===== src/hw/dm_pkg.sv =====
// Shared types and constants of the debug module: DMI link, register
// access strobes, abstract commands, register addresses and status codes.
`default_nettype none

package dm_pkg;

  // one DMI request as issued by the debug transport
  typedef struct packed {
    logic [6:0]  addr;
    logic [1:0]  op;
    logic [31:0] data;
  } dmi_req_t;

  typedef struct packed {
    logic [31:0] data;
    logic [1:0]  resp;
  } dmi_rsp_t;

  localparam logic [1:0] DmiNop   = 2'd0;
  localparam logic [1:0] DmiRead  = 2'd1;
  localparam logic [1:0] DmiWrite = 2'd2;

  localparam logic [1:0] RspSuccess = 2'd0;
  localparam logic [1:0] RspBusy    = 2'd3;

  // debug register addresses
  localparam logic [6:0] AddrData0      = 7'h04;
  localparam logic [6:0] AddrData1      = 7'h05;
  localparam logic [6:0] AddrDmcontrol  = 7'h10;
  localparam logic [6:0] AddrDmstatus   = 7'h11;
  localparam logic [6:0] AddrAbstractcs = 7'h16;
  localparam logic [6:0] AddrCommand    = 7'h17;

  // single-cycle access from the front end into the register bank
  typedef struct packed {
    logic        we;
    logic        re;
    logic [6:0]  addr;
    logic [31:0] wdata;
  } reg_acc_t;

  // access register command layout, cmdtype 0
  typedef struct packed {
    logic [7:0]  cmdtype;
    logic        rsvd_23;
    logic [2:0]  aarsize;
    logic [1:0]  rsvd_19_18;
    logic        transfer;
    logic        write;
    logic [15:0] regno;
  } access_reg_t;

  typedef union packed {
    logic [31:0] raw;
    access_reg_t acc;
  } abs_cmd_u;

  typedef enum logic [2:0] {
    CmdErrNone         = 3'd0,
    CmdErrNotSupported = 3'd2,
    CmdErrException    = 3'd3
  } cmderr_e;

  localparam logic [15:0] GprBase   = 16'h1000;
  localparam logic [3:0]  DmVersion = 4'd2;

endpackage

`default_nettype wire


===== src/hw/abs_cmd_fsm.sv =====
// Abstract command engine. Checks an access register command, waits for
// the latency timer, then moves data between data0 and a hart register.
`timescale 1ns/10ps
`default_nettype none

module abs_cmd_fsm #(
  parameter int NumGprs = 8
) (
  input  wire logic                       clk_i,
  input  wire logic                       rst_ni,
  input  wire logic                       cmd_valid,
  input  wire dm_pkg::abs_cmd_u           cmd,
  output logic                            busy,
  output logic                            err_valid,
  output dm_pkg::cmderr_e                 err_code,
  input  wire logic [31:0]                data0_q,
  output logic                            data0_we,
  output logic [31:0]                     data0_wdata,
  output logic                            start,
  input  wire logic                       done,
  output logic                            gpr_we,
  output logic [$clog2(NumGprs)-1:0]      gpr_waddr,
  output logic [31:0]                     gpr_wdata,
  output logic [$clog2(NumGprs)-1:0]      gpr_raddr,
  input  wire logic [31:0]                gpr_rdata
);

  localparam int AddrW = $clog2(NumGprs);

  typedef enum logic [1:0] {
    StIdle,
    StCheck,
    StWait,
    StExec
  } state_e;

  state_e           state_q;
  state_e           state_d;
  dm_pkg::abs_cmd_u cmd_q;
  logic             not_supported;
  logic             bad_regno;
  logic [15:0]      gpr_idx;
  logic             xfer;

  assign not_supported = (cmd_q.acc.cmdtype != 8'h0) || (cmd_q.acc.aarsize != 3'd2);
  assign bad_regno     = cmd_q.acc.transfer &&
                         ((cmd_q.acc.regno < dm_pkg::GprBase) ||
                          (cmd_q.acc.regno >= dm_pkg::GprBase + 16'(NumGprs)));
  assign gpr_idx       = cmd_q.acc.regno - dm_pkg::GprBase;

  always_comb begin
    state_d = state_q;
    case (state_q)
      StIdle:  if (cmd_valid) state_d = StCheck;
      StCheck: state_d = (not_supported || bad_regno) ? StIdle : StWait;
      StWait:  if (done) state_d = StExec;
      // exec is not busy, so a new command may already arrive here
      StExec:  state_d = cmd_valid ? StCheck : StIdle;
      default: state_d = StIdle;
    endcase
  end

  always_ff @(posedge clk_i) begin
    if (!rst_ni) begin
      state_q <= StIdle;
    end else begin
      state_q <= state_d;
    end
  end

  always_ff @(posedge clk_i) begin
    if (cmd_valid) begin
      cmd_q <= cmd;
    end
  end

  assign busy      = (state_q == StCheck) || (state_q == StWait);
  assign err_valid = (state_q == StCheck) && (not_supported || bad_regno);
  assign err_code  = not_supported ? dm_pkg::CmdErrNotSupported : dm_pkg::CmdErrException;
  assign start     = (state_q == StCheck) && !not_supported && !bad_regno;

  // transfer strobes, only in exec and only with transfer set
  assign xfer        = (state_q == StExec) && cmd_q.acc.transfer;
  assign gpr_we      = xfer && cmd_q.acc.write;
  assign gpr_waddr   = gpr_idx[AddrW-1:0];
  assign gpr_raddr   = gpr_idx[AddrW-1:0];
  assign gpr_wdata   = data0_q;
  assign data0_we    = xfer && !cmd_q.acc.write;
  assign data0_wdata = gpr_rdata;

  // the register bank must hold off launches during a command
  no_cmd_when_busy_a: assert property (
    @(posedge clk_i) disable iff (!rst_ni)
    cmd_valid |-> !busy
  );

endmodule

`default_nettype wire


===== src/hw/abs_timer.sv =====
// Command latency model. done pulses AbsLatency cycles after start.
`timescale 1ns/10ps
`default_nettype none

module abs_timer #(
  parameter int AbsLatency = 4
) (
  input  wire logic clk_i,
  input  wire logic rst_ni,
  input  wire logic start,
  output logic      done
);

  localparam int CntW = $clog2(AbsLatency + 1);

  logic [CntW-1:0] count_q;
  logic            running_q;

  assign done = running_q && (count_q == '0);

  always_ff @(posedge clk_i) begin
    if (!rst_ni) begin
      running_q <= 1'b0;
      count_q   <= '0;
    end else if (start) begin
      running_q <= 1'b1;
      count_q   <= CntW'(AbsLatency - 1);
    end else if (done) begin
      running_q <= 1'b0;
    end else if (running_q) begin
      count_q <= count_q - 1'b1;
    end
  end

  // engine waits for done before it can restart
  no_restart_a: assert property (
    @(posedge clk_i) disable iff (!rst_ni)
    start |-> !running_q
  );

endmodule

`default_nettype wire


===== src/hw/dm_regs.sv =====
// Debug register bank. Answers register accesses combinationally, keeps
// data0/data1, dmcontrol and cmderr, and launches abstract commands.
`timescale 1ns/10ps
`default_nettype none

module dm_regs (
  input  wire logic             clk_i,
  input  wire logic             rst_ni,
  input  wire dm_pkg::reg_acc_t reg_acc,
  output logic [31:0]           rdata,
  output logic                  busy_rsp,
  output logic                  cmd_valid,
  output dm_pkg::abs_cmd_u      cmd,
  input  wire logic             busy,
  input  wire logic             err_valid,
  input  wire dm_pkg::cmderr_e  err_code,
  input  wire logic             data0_we,
  input  wire logic [31:0]      data0_wdata,
  output logic [31:0]           data0_q,
  output logic                  ndmreset
);

  logic [31:0]     data1_q;
  logic [1:0]      dmcontrol_q;
  dm_pkg::cmderr_e cmderr_q;
  logic            busy_addr;
  logic            wr_ok;

  // registers that the engine owns while a command runs
  assign busy_addr = (reg_acc.addr == dm_pkg::AddrData0) ||
                     (reg_acc.addr == dm_pkg::AddrData1) ||
                     (reg_acc.addr == dm_pkg::AddrCommand);
  assign busy_rsp  = busy && busy_addr && (reg_acc.we || reg_acc.re);
  assign wr_ok     = reg_acc.we && !busy_rsp;

  always_comb begin
    case (reg_acc.addr)
      dm_pkg::AddrData0:      rdata = data0_q;
      dm_pkg::AddrData1:      rdata = data1_q;
      dm_pkg::AddrDmcontrol:  rdata = {30'h0, dmcontrol_q};
      dm_pkg::AddrDmstatus:   rdata = {24'h0, 1'b1, 3'h0, dm_pkg::DmVersion};
      dm_pkg::AddrAbstractcs: rdata = {19'h0, busy, 1'b0, cmderr_q, 4'h0, 4'd2};
      default:                rdata = 32'h0;
    endcase
  end

  // engine result takes priority over a host write to data0
  always_ff @(posedge clk_i) begin
    if (data0_we) begin
      data0_q <= data0_wdata;
    end else if (wr_ok && reg_acc.addr == dm_pkg::AddrData0) begin
      data0_q <= reg_acc.wdata;
    end
    if (wr_ok && reg_acc.addr == dm_pkg::AddrData1) begin
      data1_q <= reg_acc.wdata;
    end
  end

  always_ff @(posedge clk_i) begin
    if (!rst_ni) begin
      dmcontrol_q <= 2'b00;
    end else if (wr_ok && reg_acc.addr == dm_pkg::AddrDmcontrol) begin
      dmcontrol_q <= reg_acc.wdata[1:0];
    end
  end

  // cmderr is write-one-to-clear from the host
  always_ff @(posedge clk_i) begin
    if (!rst_ni) begin
      cmderr_q <= dm_pkg::CmdErrNone;
    end else if (err_valid) begin
      cmderr_q <= err_code;
    end else if (wr_ok && reg_acc.addr == dm_pkg::AddrAbstractcs) begin
      cmderr_q <= dm_pkg::cmderr_e'(cmderr_q & ~reg_acc.wdata[10:8]);
    end
  end

  // a command only starts with no error pending
  assign cmd_valid = wr_ok && (reg_acc.addr == dm_pkg::AddrCommand) &&
                     (cmderr_q == dm_pkg::CmdErrNone);
  assign cmd.raw   = reg_acc.wdata;

  assign ndmreset = dmcontrol_q[1];

endmodule

`default_nettype wire


===== src/hw/dm_top.sv =====
// Reduced debug module top. Connects the DMI front end, register bank,
// command engine, latency timer and mock hart registers.
`timescale 1ns/10ps
`default_nettype none

module dm_top #(
  parameter int NumGprs    = 8,
  parameter int AbsLatency = 4
) (
  input  wire logic             clk_i,
  input  wire logic             rst_ni,
  input  wire logic             dmi_req_valid,
  input  wire dm_pkg::dmi_req_t dmi_req,
  output logic                  dmi_req_ready,
  output logic                  dmi_rsp_valid,
  output dm_pkg::dmi_rsp_t      dmi_rsp,
  input  wire logic             dmi_rsp_ready,
  output logic                  ndmreset
);

  localparam int GprAddrW = $clog2(NumGprs);

  dm_pkg::reg_acc_t reg_acc;
  logic [31:0]      rdata;
  logic             busy_rsp;
  logic             cmd_valid;
  dm_pkg::abs_cmd_u cmd;
  logic             busy;
  logic             err_valid;
  dm_pkg::cmderr_e  err_code;
  logic             data0_we;
  logic [31:0]      data0_wdata;
  logic [31:0]      data0_q;
  logic             start;
  logic             done;
  logic             gpr_we;
  logic [GprAddrW-1:0] gpr_waddr;
  logic [GprAddrW-1:0] gpr_raddr;
  logic [31:0]      gpr_wdata;
  logic [31:0]      gpr_rdata;

  dmi_front u_dmi_front (
    .clk_i, .rst_ni,
    .dmi_req_valid, .dmi_req, .dmi_req_ready,
    .dmi_rsp_valid, .dmi_rsp, .dmi_rsp_ready,
    .reg_acc, .rdata, .busy_rsp
  );

  dm_regs u_dm_regs (
    .clk_i, .rst_ni,
    .reg_acc, .rdata, .busy_rsp,
    .cmd_valid, .cmd, .busy,
    .err_valid, .err_code,
    .data0_we, .data0_wdata, .data0_q,
    .ndmreset
  );

  abs_cmd_fsm #(.NumGprs(NumGprs)) u_abs_cmd_fsm (
    .clk_i, .rst_ni,
    .cmd_valid, .cmd, .busy,
    .err_valid, .err_code,
    .data0_q, .data0_we, .data0_wdata,
    .start, .done,
    .gpr_we, .gpr_waddr, .gpr_wdata, .gpr_raddr, .gpr_rdata
  );

  abs_timer #(.AbsLatency(AbsLatency)) u_abs_timer (
    .clk_i, .rst_ni, .start, .done
  );

  hart_regfile #(.NumGprs(NumGprs)) u_hart_regfile (
    .clk_i, .rst_ni,
    .we(gpr_we), .waddr(gpr_waddr), .wdata(gpr_wdata),
    .raddr(gpr_raddr), .rdata(gpr_rdata)
  );

endmodule

`default_nettype wire


===== src/hw/dmi_front.sv =====
// DMI target side handshake. Accepts one request at a time, issues a
// register access strobe and holds the response until the host takes it.
`timescale 1ns/10ps
`default_nettype none

module dmi_front (
  input  wire logic             clk_i,
  input  wire logic             rst_ni,
  input  wire logic             dmi_req_valid,
  input  wire dm_pkg::dmi_req_t dmi_req,
  output logic                  dmi_req_ready,
  output logic                  dmi_rsp_valid,
  output dm_pkg::dmi_rsp_t      dmi_rsp,
  input  wire logic             dmi_rsp_ready,
  output dm_pkg::reg_acc_t      reg_acc,
  input  wire logic [31:0]      rdata,
  input  wire logic             busy_rsp
);

  logic             pending_q;
  logic             accept;
  dm_pkg::dmi_rsp_t rsp_q;

  // no new request while a response is outstanding
  assign dmi_req_ready = !pending_q;
  assign accept        = dmi_req_valid && dmi_req_ready;

  always_comb begin
    reg_acc.we    = accept && (dmi_req.op == dm_pkg::DmiWrite);
    reg_acc.re    = accept && (dmi_req.op == dm_pkg::DmiRead);
    reg_acc.addr  = dmi_req.addr;
    reg_acc.wdata = dmi_req.data;
  end

  always_ff @(posedge clk_i) begin
    if (!rst_ni) begin
      pending_q <= 1'b0;
    end else if (accept) begin
      pending_q <= 1'b1;
    end else if (dmi_rsp_ready) begin
      pending_q <= 1'b0;
    end
  end

  // response payload, captured from the bank in the accept cycle
  always_ff @(posedge clk_i) begin
    if (accept) begin
      rsp_q.data <= reg_acc.re ? rdata : 32'h0;
      rsp_q.resp <= busy_rsp ? dm_pkg::RspBusy : dm_pkg::RspSuccess;
    end
  end

  assign dmi_rsp_valid = pending_q;
  assign dmi_rsp       = rsp_q;

  // host sees a steady response under back-pressure
  rsp_held_a: assert property (
    @(posedge clk_i) disable iff (!rst_ni)
    dmi_rsp_valid && !dmi_rsp_ready |=> dmi_rsp_valid && $stable(dmi_rsp)
  );

endmodule

`default_nettype wire


===== src/hw/hart_regfile.sv =====
// Mock hart general purpose registers, written and read by abstract
// commands. Synchronous write, combinational read.
`timescale 1ns/10ps
`default_nettype none

module hart_regfile #(
  parameter int NumGprs = 8
) (
  input  wire logic                       clk_i,
  input  wire logic                       rst_ni,
  input  wire logic                       we,
  input  wire logic [$clog2(NumGprs)-1:0] waddr,
  input  wire logic [31:0]                wdata,
  input  wire logic [$clog2(NumGprs)-1:0] raddr,
  output logic [31:0]                     rdata
);

  logic [31:0] regs_q [NumGprs];

  always_ff @(posedge clk_i) begin
    if (!rst_ni) begin
      for (int i = 0; i < NumGprs; i++) begin
        regs_q[i] <= 32'h0;
      end
    end else if (we) begin
      regs_q[waddr] <= wdata;
    end
  end

  assign rdata = regs_q[raddr];

endmodule

`default_nettype wire


===== config.mk =====
export PLATFORM = sky130hd
export DESIGN_NAME = dm_top
export DESIGN_NICKNAME = d
export VERILOG_FILES = /design/src/hw/dm_pkg.sv /design/src/hw/abs_cmd_fsm.sv /design/src/hw/abs_timer.sv /design/src/hw/dm_regs.sv /design/src/hw/dm_top.sv /design/src/hw/dmi_front.sv /design/src/hw/hart_regfile.sv
export SDC_FILE = /design/constraint.sdc
export NUM_CORES = 1
export LEC_CHECK = 0
export BUFFER_PORTS_ARGS = -buffer_cell sky130_fd_sc_hd__buf_2
export CORE_MARGIN = 2
export CORE_UTILIZATION = 32
export CTS_BUF_LIST = sky130_fd_sc_hd__clkbuf_4 sky130_fd_sc_hd__clkbuf_8
export DETAILED_ROUTE_END_ITERATION = 16
export HOLD_SLACK_MARGIN = 0.05
export PLACE_DENSITY = 0.59
export SLEW_MARGIN = 10
export SYNTH_ARGS = -nofsm -noshare
export SYNTH_HDL_FRONTEND = slang
export SYNTH_SLANG_ARGS = --single-unit

===== constraint.sdc =====
create_clock -name clk_i -period 4.1 [get_ports clk_i]
set_clock_uncertainty 0.05 [all_clocks]
set_input_delay 0.205 -clock clk_i [delete_from_list [all_inputs] [get_ports clk_i]]
set_output_delay 0.205 -clock clk_i [all_outputs]
set_load 0.01 [all_outputs]

== Word level (Yosys, flattened, before mapping) ==
Memory sizes are Yosys's and may differ from the RTL's.
Index checks and enable logic that the tools add are counted.

* Register bits: 142
* Memory bits (writable): 256
* Input bits: 45
* Output and inout port bits: 37
* Memories kept: 1

* Add/sub/neg operators: 2
* $lt $le $gt $ge: 2
* Equality and inequality tests: 15
* Muxes and demuxes: 26
* Bitwise operators: 4
* Reduce and logical (&&, ||, !) cells: 46

{| class="wikitable"
|+ Memory list
! name !! words !! width !! rd ports !! clocked after memory_dff !! wr ports !! RTL line !! RTL
|-
| u_hart_regfile.regs_q || 8 || 32 || 1 || 0 || 8 || hart_regfile.sv:18 || <nowiki>logic [31:0] regs_q [NumGprs];</nowiki>
|}

{| class="wikitable"
|+ Operators with widths
! kind !! number
|-
| case mux 32 bit (5 select lines) || 1
|-
| 2-to-1 mux 32 bit || 3
|-
| OR reduction 32 bit || 1
|-
| == test 7 x 5 -> 1 bit, second input constant || 4
|-
| logical AND 1 bit || 20
|-
| greater-or-equal comparator 16 x 13 -> 1 bit, second input constant || 1
|-
| < comparator 16 x 13 -> 1 bit, second input constant || 1
|-
| == test 7 x 3 -> 1 bit, second input constant || 2
|-
| 2-to-1 mux 2 bit || 7
|-
| 2-to-1 mux 1 bit || 11
|-
| nonzero test 2 bit || 5
|-
| 2-to-1 mux 3 bit || 3
|-
| case mux 2 bit (4 select lines) || 1
|-
| nonzero test 8 bit || 1
|-
| logical OR 1 bit || 7
|-
| == test 2 bit, second input constant || 3
|-
| logical NOT 3 bit || 2
|-
| AND reduction 2 bit || 3
|-
| subtractor 3 x 1 -> 3 bit, second input constant || 2
|-
| logical NOT 1 bit || 5
|-
| == test 2 x 1 -> 1 bit, second input constant || 2
|-
| != test 2 bit, second input constant || 2
|-
| bitwise AND 3 bit || 1
|-
| != test 3 x 2 -> 1 bit, second input constant || 1
|-
| other kinds (5) || 6
|}

== Depth between registers and ports, before layout ==
* Word-level depth: 11
* Depth in mapped cells: 7
* Gate-level depth less buffers: 6

== Hierarchy ==
A second synthesis with hierarchy kept.

* Cell total of the unflattened synthesis: 1268
* Area total of the unflattened synthesis: 18476.5 sq um

{| class="wikitable"
|+ Modules (own cells, without submodules)
! module !! instances !! cells each !! area each (sq um) !! sequential area each (sq um)
|-
| hart_regfile || 1 || 729 || 11458.5 || 7687.4
|-
| dm_regs || 1 || 263 || 3469.6 || 2021.9
|-
| abs_cmd_fsm || 1 || 139 || 1719.1 || 910.9
|-
| dmi_front || 1 || 115 || 1611.5 || 1011.0
|-
| abs_timer || 1 || 22 || 217.7 || 80.1
|}

== Least setup slack after synthesis ==
Ideal clock, no wire load.

* Path kind: register -> register
* Start point: reg u_abs_cmd_fsm.state_q[0]
* End point: reg u_abs_cmd_fsm.cmd_q[0] (netlist bit) (enable)
* Library setup time: 0.488 ns
* Arrival time: 3.820 ns
* Required time: 3.562 ns
* Slack: -0.258 ns
* Stages on the path, launching flop included: 5
* Path buffers: 0
* Period minus slack after synthesis: 4.358 ns
* Cells stage by stage: dfxtp_1 inv_1 ha_1 nand3b_1 nor4_1

* Cells in the longest elaborated chain, start to end: 8

{| class="wikitable"
|+ RTL lines
! item !! RTL line !! RTL
|-
| from (decl) || abs_cmd_fsm.sv:37 || <nowiki>state_e state_q;</nowiki>
|-
| from (signal assigned) || abs_cmd_fsm.sv:65 || <nowiki>state_q <= StIdle;</nowiki>
|-
| from (signal assigned) || abs_cmd_fsm.sv:67 || <nowiki>state_q <= state_d;</nowiki>
|-
| == test 2 x 1 -> 1 bit / == test 2 bit (equally long branches) || abs_cmd_fsm.sv:77 || <nowiki>assign busy = (state_q == StCheck) || (state_q == StWait);</nowiki>
|-
| logical OR 1 bit (*) || abs_cmd_fsm.sv:77 ||
|-
| logical AND 1 bit (*) (2 in a row) || dm_regs.sv:33 || <nowiki>assign busy_rsp = busy && busy_addr && (reg_acc.we || reg_acc.re);</nowiki>
|-
| logical NOT 1 bit (*) || dm_regs.sv:34 || <nowiki>assign wr_ok = reg_acc.we && !busy_rsp;</nowiki>
|-
| logical AND 1 bit (*) || dm_regs.sv:34 ||
|-
| logical AND 1 bit (*) (2 in a row) || dm_regs.sv:79 || <nowiki>assign cmd_valid = wr_ok && (reg_acc.addr == dm_pkg::AddrCommand) &&</nowiki>
|-
| net cmd_valid || dm_top.sv:26 || <nowiki>logic cmd_valid;</nowiki>
|-
| to (signal assigned) || abs_cmd_fsm.sv:73 || <nowiki>cmd_q <= cmd;</nowiki>
|-
| to (decl) || abs_cmd_fsm.sv:39 || <nowiki>dm_pkg::abs_cmd_u cmd_q;</nowiki>
|}

The timed path passes the listed nets; every way through them passes the cells marked *.
A chain may end at the register's enable or synchronous reset.

==> impl_metrics.toml <==
[finish]
final_common_cell = "edfxtp_1"
fin_nets = 1291
drive_gt1_frac = 0.2426
post-route-util = 0.3818
diodes = 0
syn_to_final_growth_pct = 17.94
mostFrequentLayoutCells = "382 x edfxtp_1, 259 x and2_1, 81 x buf_2"
n_fill_cell = 4947

[global_route]
grt.overflow.total = 0
grtUsageTotal = 0.1496
grt_pass1_wl_mm = 60.36
grt_pass1_vias = 9640
grt_start_max_net_pins = 65
antenna_found_initial = 1

[power_and_ir_drop]
p_total_uw = 8280
power_density_mw_per_mm2 = 412.7
combPwrFrac = 0.036
internal_power_uw = 6481
ir_drop_v = 0.0002289
pwr-share-seq = 0.552
swShare = 0.2173
power.switching_uw = 1799
p_clk_frac = 0.411
p_leak_uw = 0.007294

[floorplanning]
ios = 82
initial_core_util = 0.3238
coreArea_mm2 = 0.05255
die_w_um = 234.6
row_count = 84
dieArea_mm2 = 0.05503
die_h_um = 234.6

[synthesis]
synthArstFlopShare = 0
synth_edf_count = 382
synth_area_per_cell_um2 = 15.75
seq_area_frac_synth = 0.6919
synth_area_mm2 = 0.01701
netlist.area_leader.share = 0.6742
yosysUniqueCellTypes = 46
synth_ff_type = "edfxtp_1"
yosys-top-cells-area = "edfxtp_1 67%, and2_1 9.5%, mux4_2 8.5%"
syn_inst = 1080
synth_fp_nets = 1132
synth_warnings = 0
ys_ff_latch = 397
yosys.area.top_type = "edfxtp_1"

[worst_setup_path]
crit_slowest_cell = "dfxtp_1"
worstPathCellList = "ha_1, and3_1, nand3b_1, nor3_2, buf_4, nand2b_2, buf_4"
ff2ff_path_depth = 7
path_common_cell = "buf_4"
critical_path_arrival_ns = 3.20
crit_buf_inv = 2
cpLargestDelayFamily = "simple AND/OR/NAND/NOR gates"
path_class = "flip-flop to flip-flop"
critPathMaxFanout = 33
start_kind = "flip-flop"
crit_path_end_kind = "flip-flop"
path_depth = 7
max_stage_delay_ns = 0.44
cp.required_ns = 4.36

[timing]
finalMaxSlewViolations = 0
worstMarginPinSlew_ns = 0.8909
period_share = 0.7168
maxClockFrequency_mhz = 340.3
min_period_ns = 2.939
finalSetupViolCount = 0
relSlewSlack = 0.3977
hold_ws_ns = 0.1225
finalHoldViolations = 0
setup_tns_ns = 0
rsz0062_at_grt = "no"

[drt]
drt_wl_total_mm = 40.75
drc_errors = 0
vias = 9534
ant_nets = 0
viasPerCell = 4.830
dr.pass1.iters = 7
drt-initial-drc-count = 809
wl_per_cell_um = 20.64

[clock_network]
cts_setup_buffers = 0
htree_levels = 3
cts_tree = "yes"
ctsLongestPathBuffers = 3
numCtsBuffers = 68
cts-resized-gates = 0
clk_latency_ns = 0.62
root_buffer = "clkbuf_8"
clkTransAtPathRegs_ns = 0.06
clkSinkCount = 397

[outcome]
status = "finished clean"

[worst_hold_path]
worstHoldPathType = "input pin to flip-flop"
min_path_cells = 5

[flow_run]
drv_cap = 0

[place]
gp_congestion = 0.7978
hpwl_mm = 24.87
port_buffers = 81
-- cell type report --
cell class | count | area (µm²) | share of cell area
Timing Repair Buffer | 151 | 1036 | 0.05163
Clock buffer | 89 | 1106 | 0.05512
Multi-Input combinational cell | 613 | 5094 | 0.2539
Clock inverter | 28 | 161.4 | 0.008044
Sequential cell | 397 | 11780 | 0.5870
Tap cell | 688 | 860.8 | 0.04290
Inverter | 8 | 30.03 | 0.001497
-- flip-flops by register name, indices dropped and copies added, names as in the netlist, named ones only --
| register | count |
|---|---|
| u_hart_regfile.regs_q | 256 |
| u_dmi_front.dmi_rsp | 33 |
| u_dm_regs.data0_q | 32 |
| u_dm_regs.data1_q | 32 |
| u_abs_cmd_fsm.cmd_q | 29 |
| u_abs_timer.count_q | 3 |
| u_dm_regs.cmderr_q | 3 |
| u_dm_regs.dmcontrol_q | 2 |
| u_abs_cmd_fsm.state_q | 1 |
| u_abs_timer.running_q | 1 |
| u_dmi_front.dmi_rsp_valid | 1 |
-- logic make-up (layout without fill, tap and decap cells) --
logic type,after synthesis,count (layout),synth area share
XOR/XNOR,2,2,0.001030
buffers and inverters,70,276,0.01677
AND/OR/NAND/NOR,403,403,0.1365
flip-flops,397,397,0.6919
adder cells (fa/ha/maj),7,7,0.005148
multiplexers,128,128,0.1227
AO/OA/AOI/OAI,73,73,0.02603
-- power by group through the flow --
stage	registers, µW	clock network (µW)	logic [µW]
after global placement	4650	0	272
final	4570	3410	300
after detailed placement	4660	0	276
after global routing	4580	3680	326
after CTS	4570	3500	306
after floorplan	4660	0	132
-- what timing repair did --
item	in CTS	in global routing
endpoints found under the hold margin	104	0
setup endpoints to repair	0	0
hold buffers	37	0
-- Yosys cell counts, drive strengths merged, types with 7 or more instances --
library cell  instances
nor2                 40
edfxtp              382
clkbuf               47
dfxtp                15
o21ai                42
mux2i                60
ha                    7
mux4                 64
a21oi                10
and2                259
inv                   8
buf                  15
nand3                21
nand2                44
-- through the flow --
step / cells / area, µm² / setup slack, ns
after floorplan: 1080 / 17020 / 0.1179
after global placement: 1820 / 18430 / 1.214
after detailed placement: 1820 / 18430 / 1.153
after CTS: 1974 / 20070 / 1.134
after global routing: 1974 / 20070 / 0.8875
final: 1974 / 20070 / 1.161
-- per-layer routing --
layer	global-route usage	wire (µm)	part of all wire	vias to the layer above
met3	0.03222	2476	0.061	68
met5	0	0	0	-
li1	-	-	-	4348
met1	0.2088	18730	0.46	4804
met2	0.2337	18700	0.46	314
met4	0.04599	850	0.021	0
-- path summary, 6_finish.rpt --
path                                          startpoint                      endpoint  slack (ns)
worst min register to register     u_dm_regs.cmderr_q[2]         u_dm_regs.cmderr_q[2]        0.46
worst max-delay path            u_abs_cmd_fsm.state_q[0]  u_hart_regfile.regs_q[0][31]        1.16
worst min-delay path                         dmi_req[36]         u_dm_regs.cmderr_q[1]        0.12
worst max register to register  u_abs_cmd_fsm.state_q[0]  u_hart_regfile.regs_q[0][31]        1.16
-- worst reg2reg max path, stage by stage (launching register included) --
cell and delay, ns:
dfxtp_1 0.44, ha_1 0.23, and3_1 0.21, nand3b_1 0.41, nor3_2 0.23, buf_4 0.34, nand2b_2 0.41, buf_4 0.29
No activity file was read; power rests on OpenSTA's default activity.
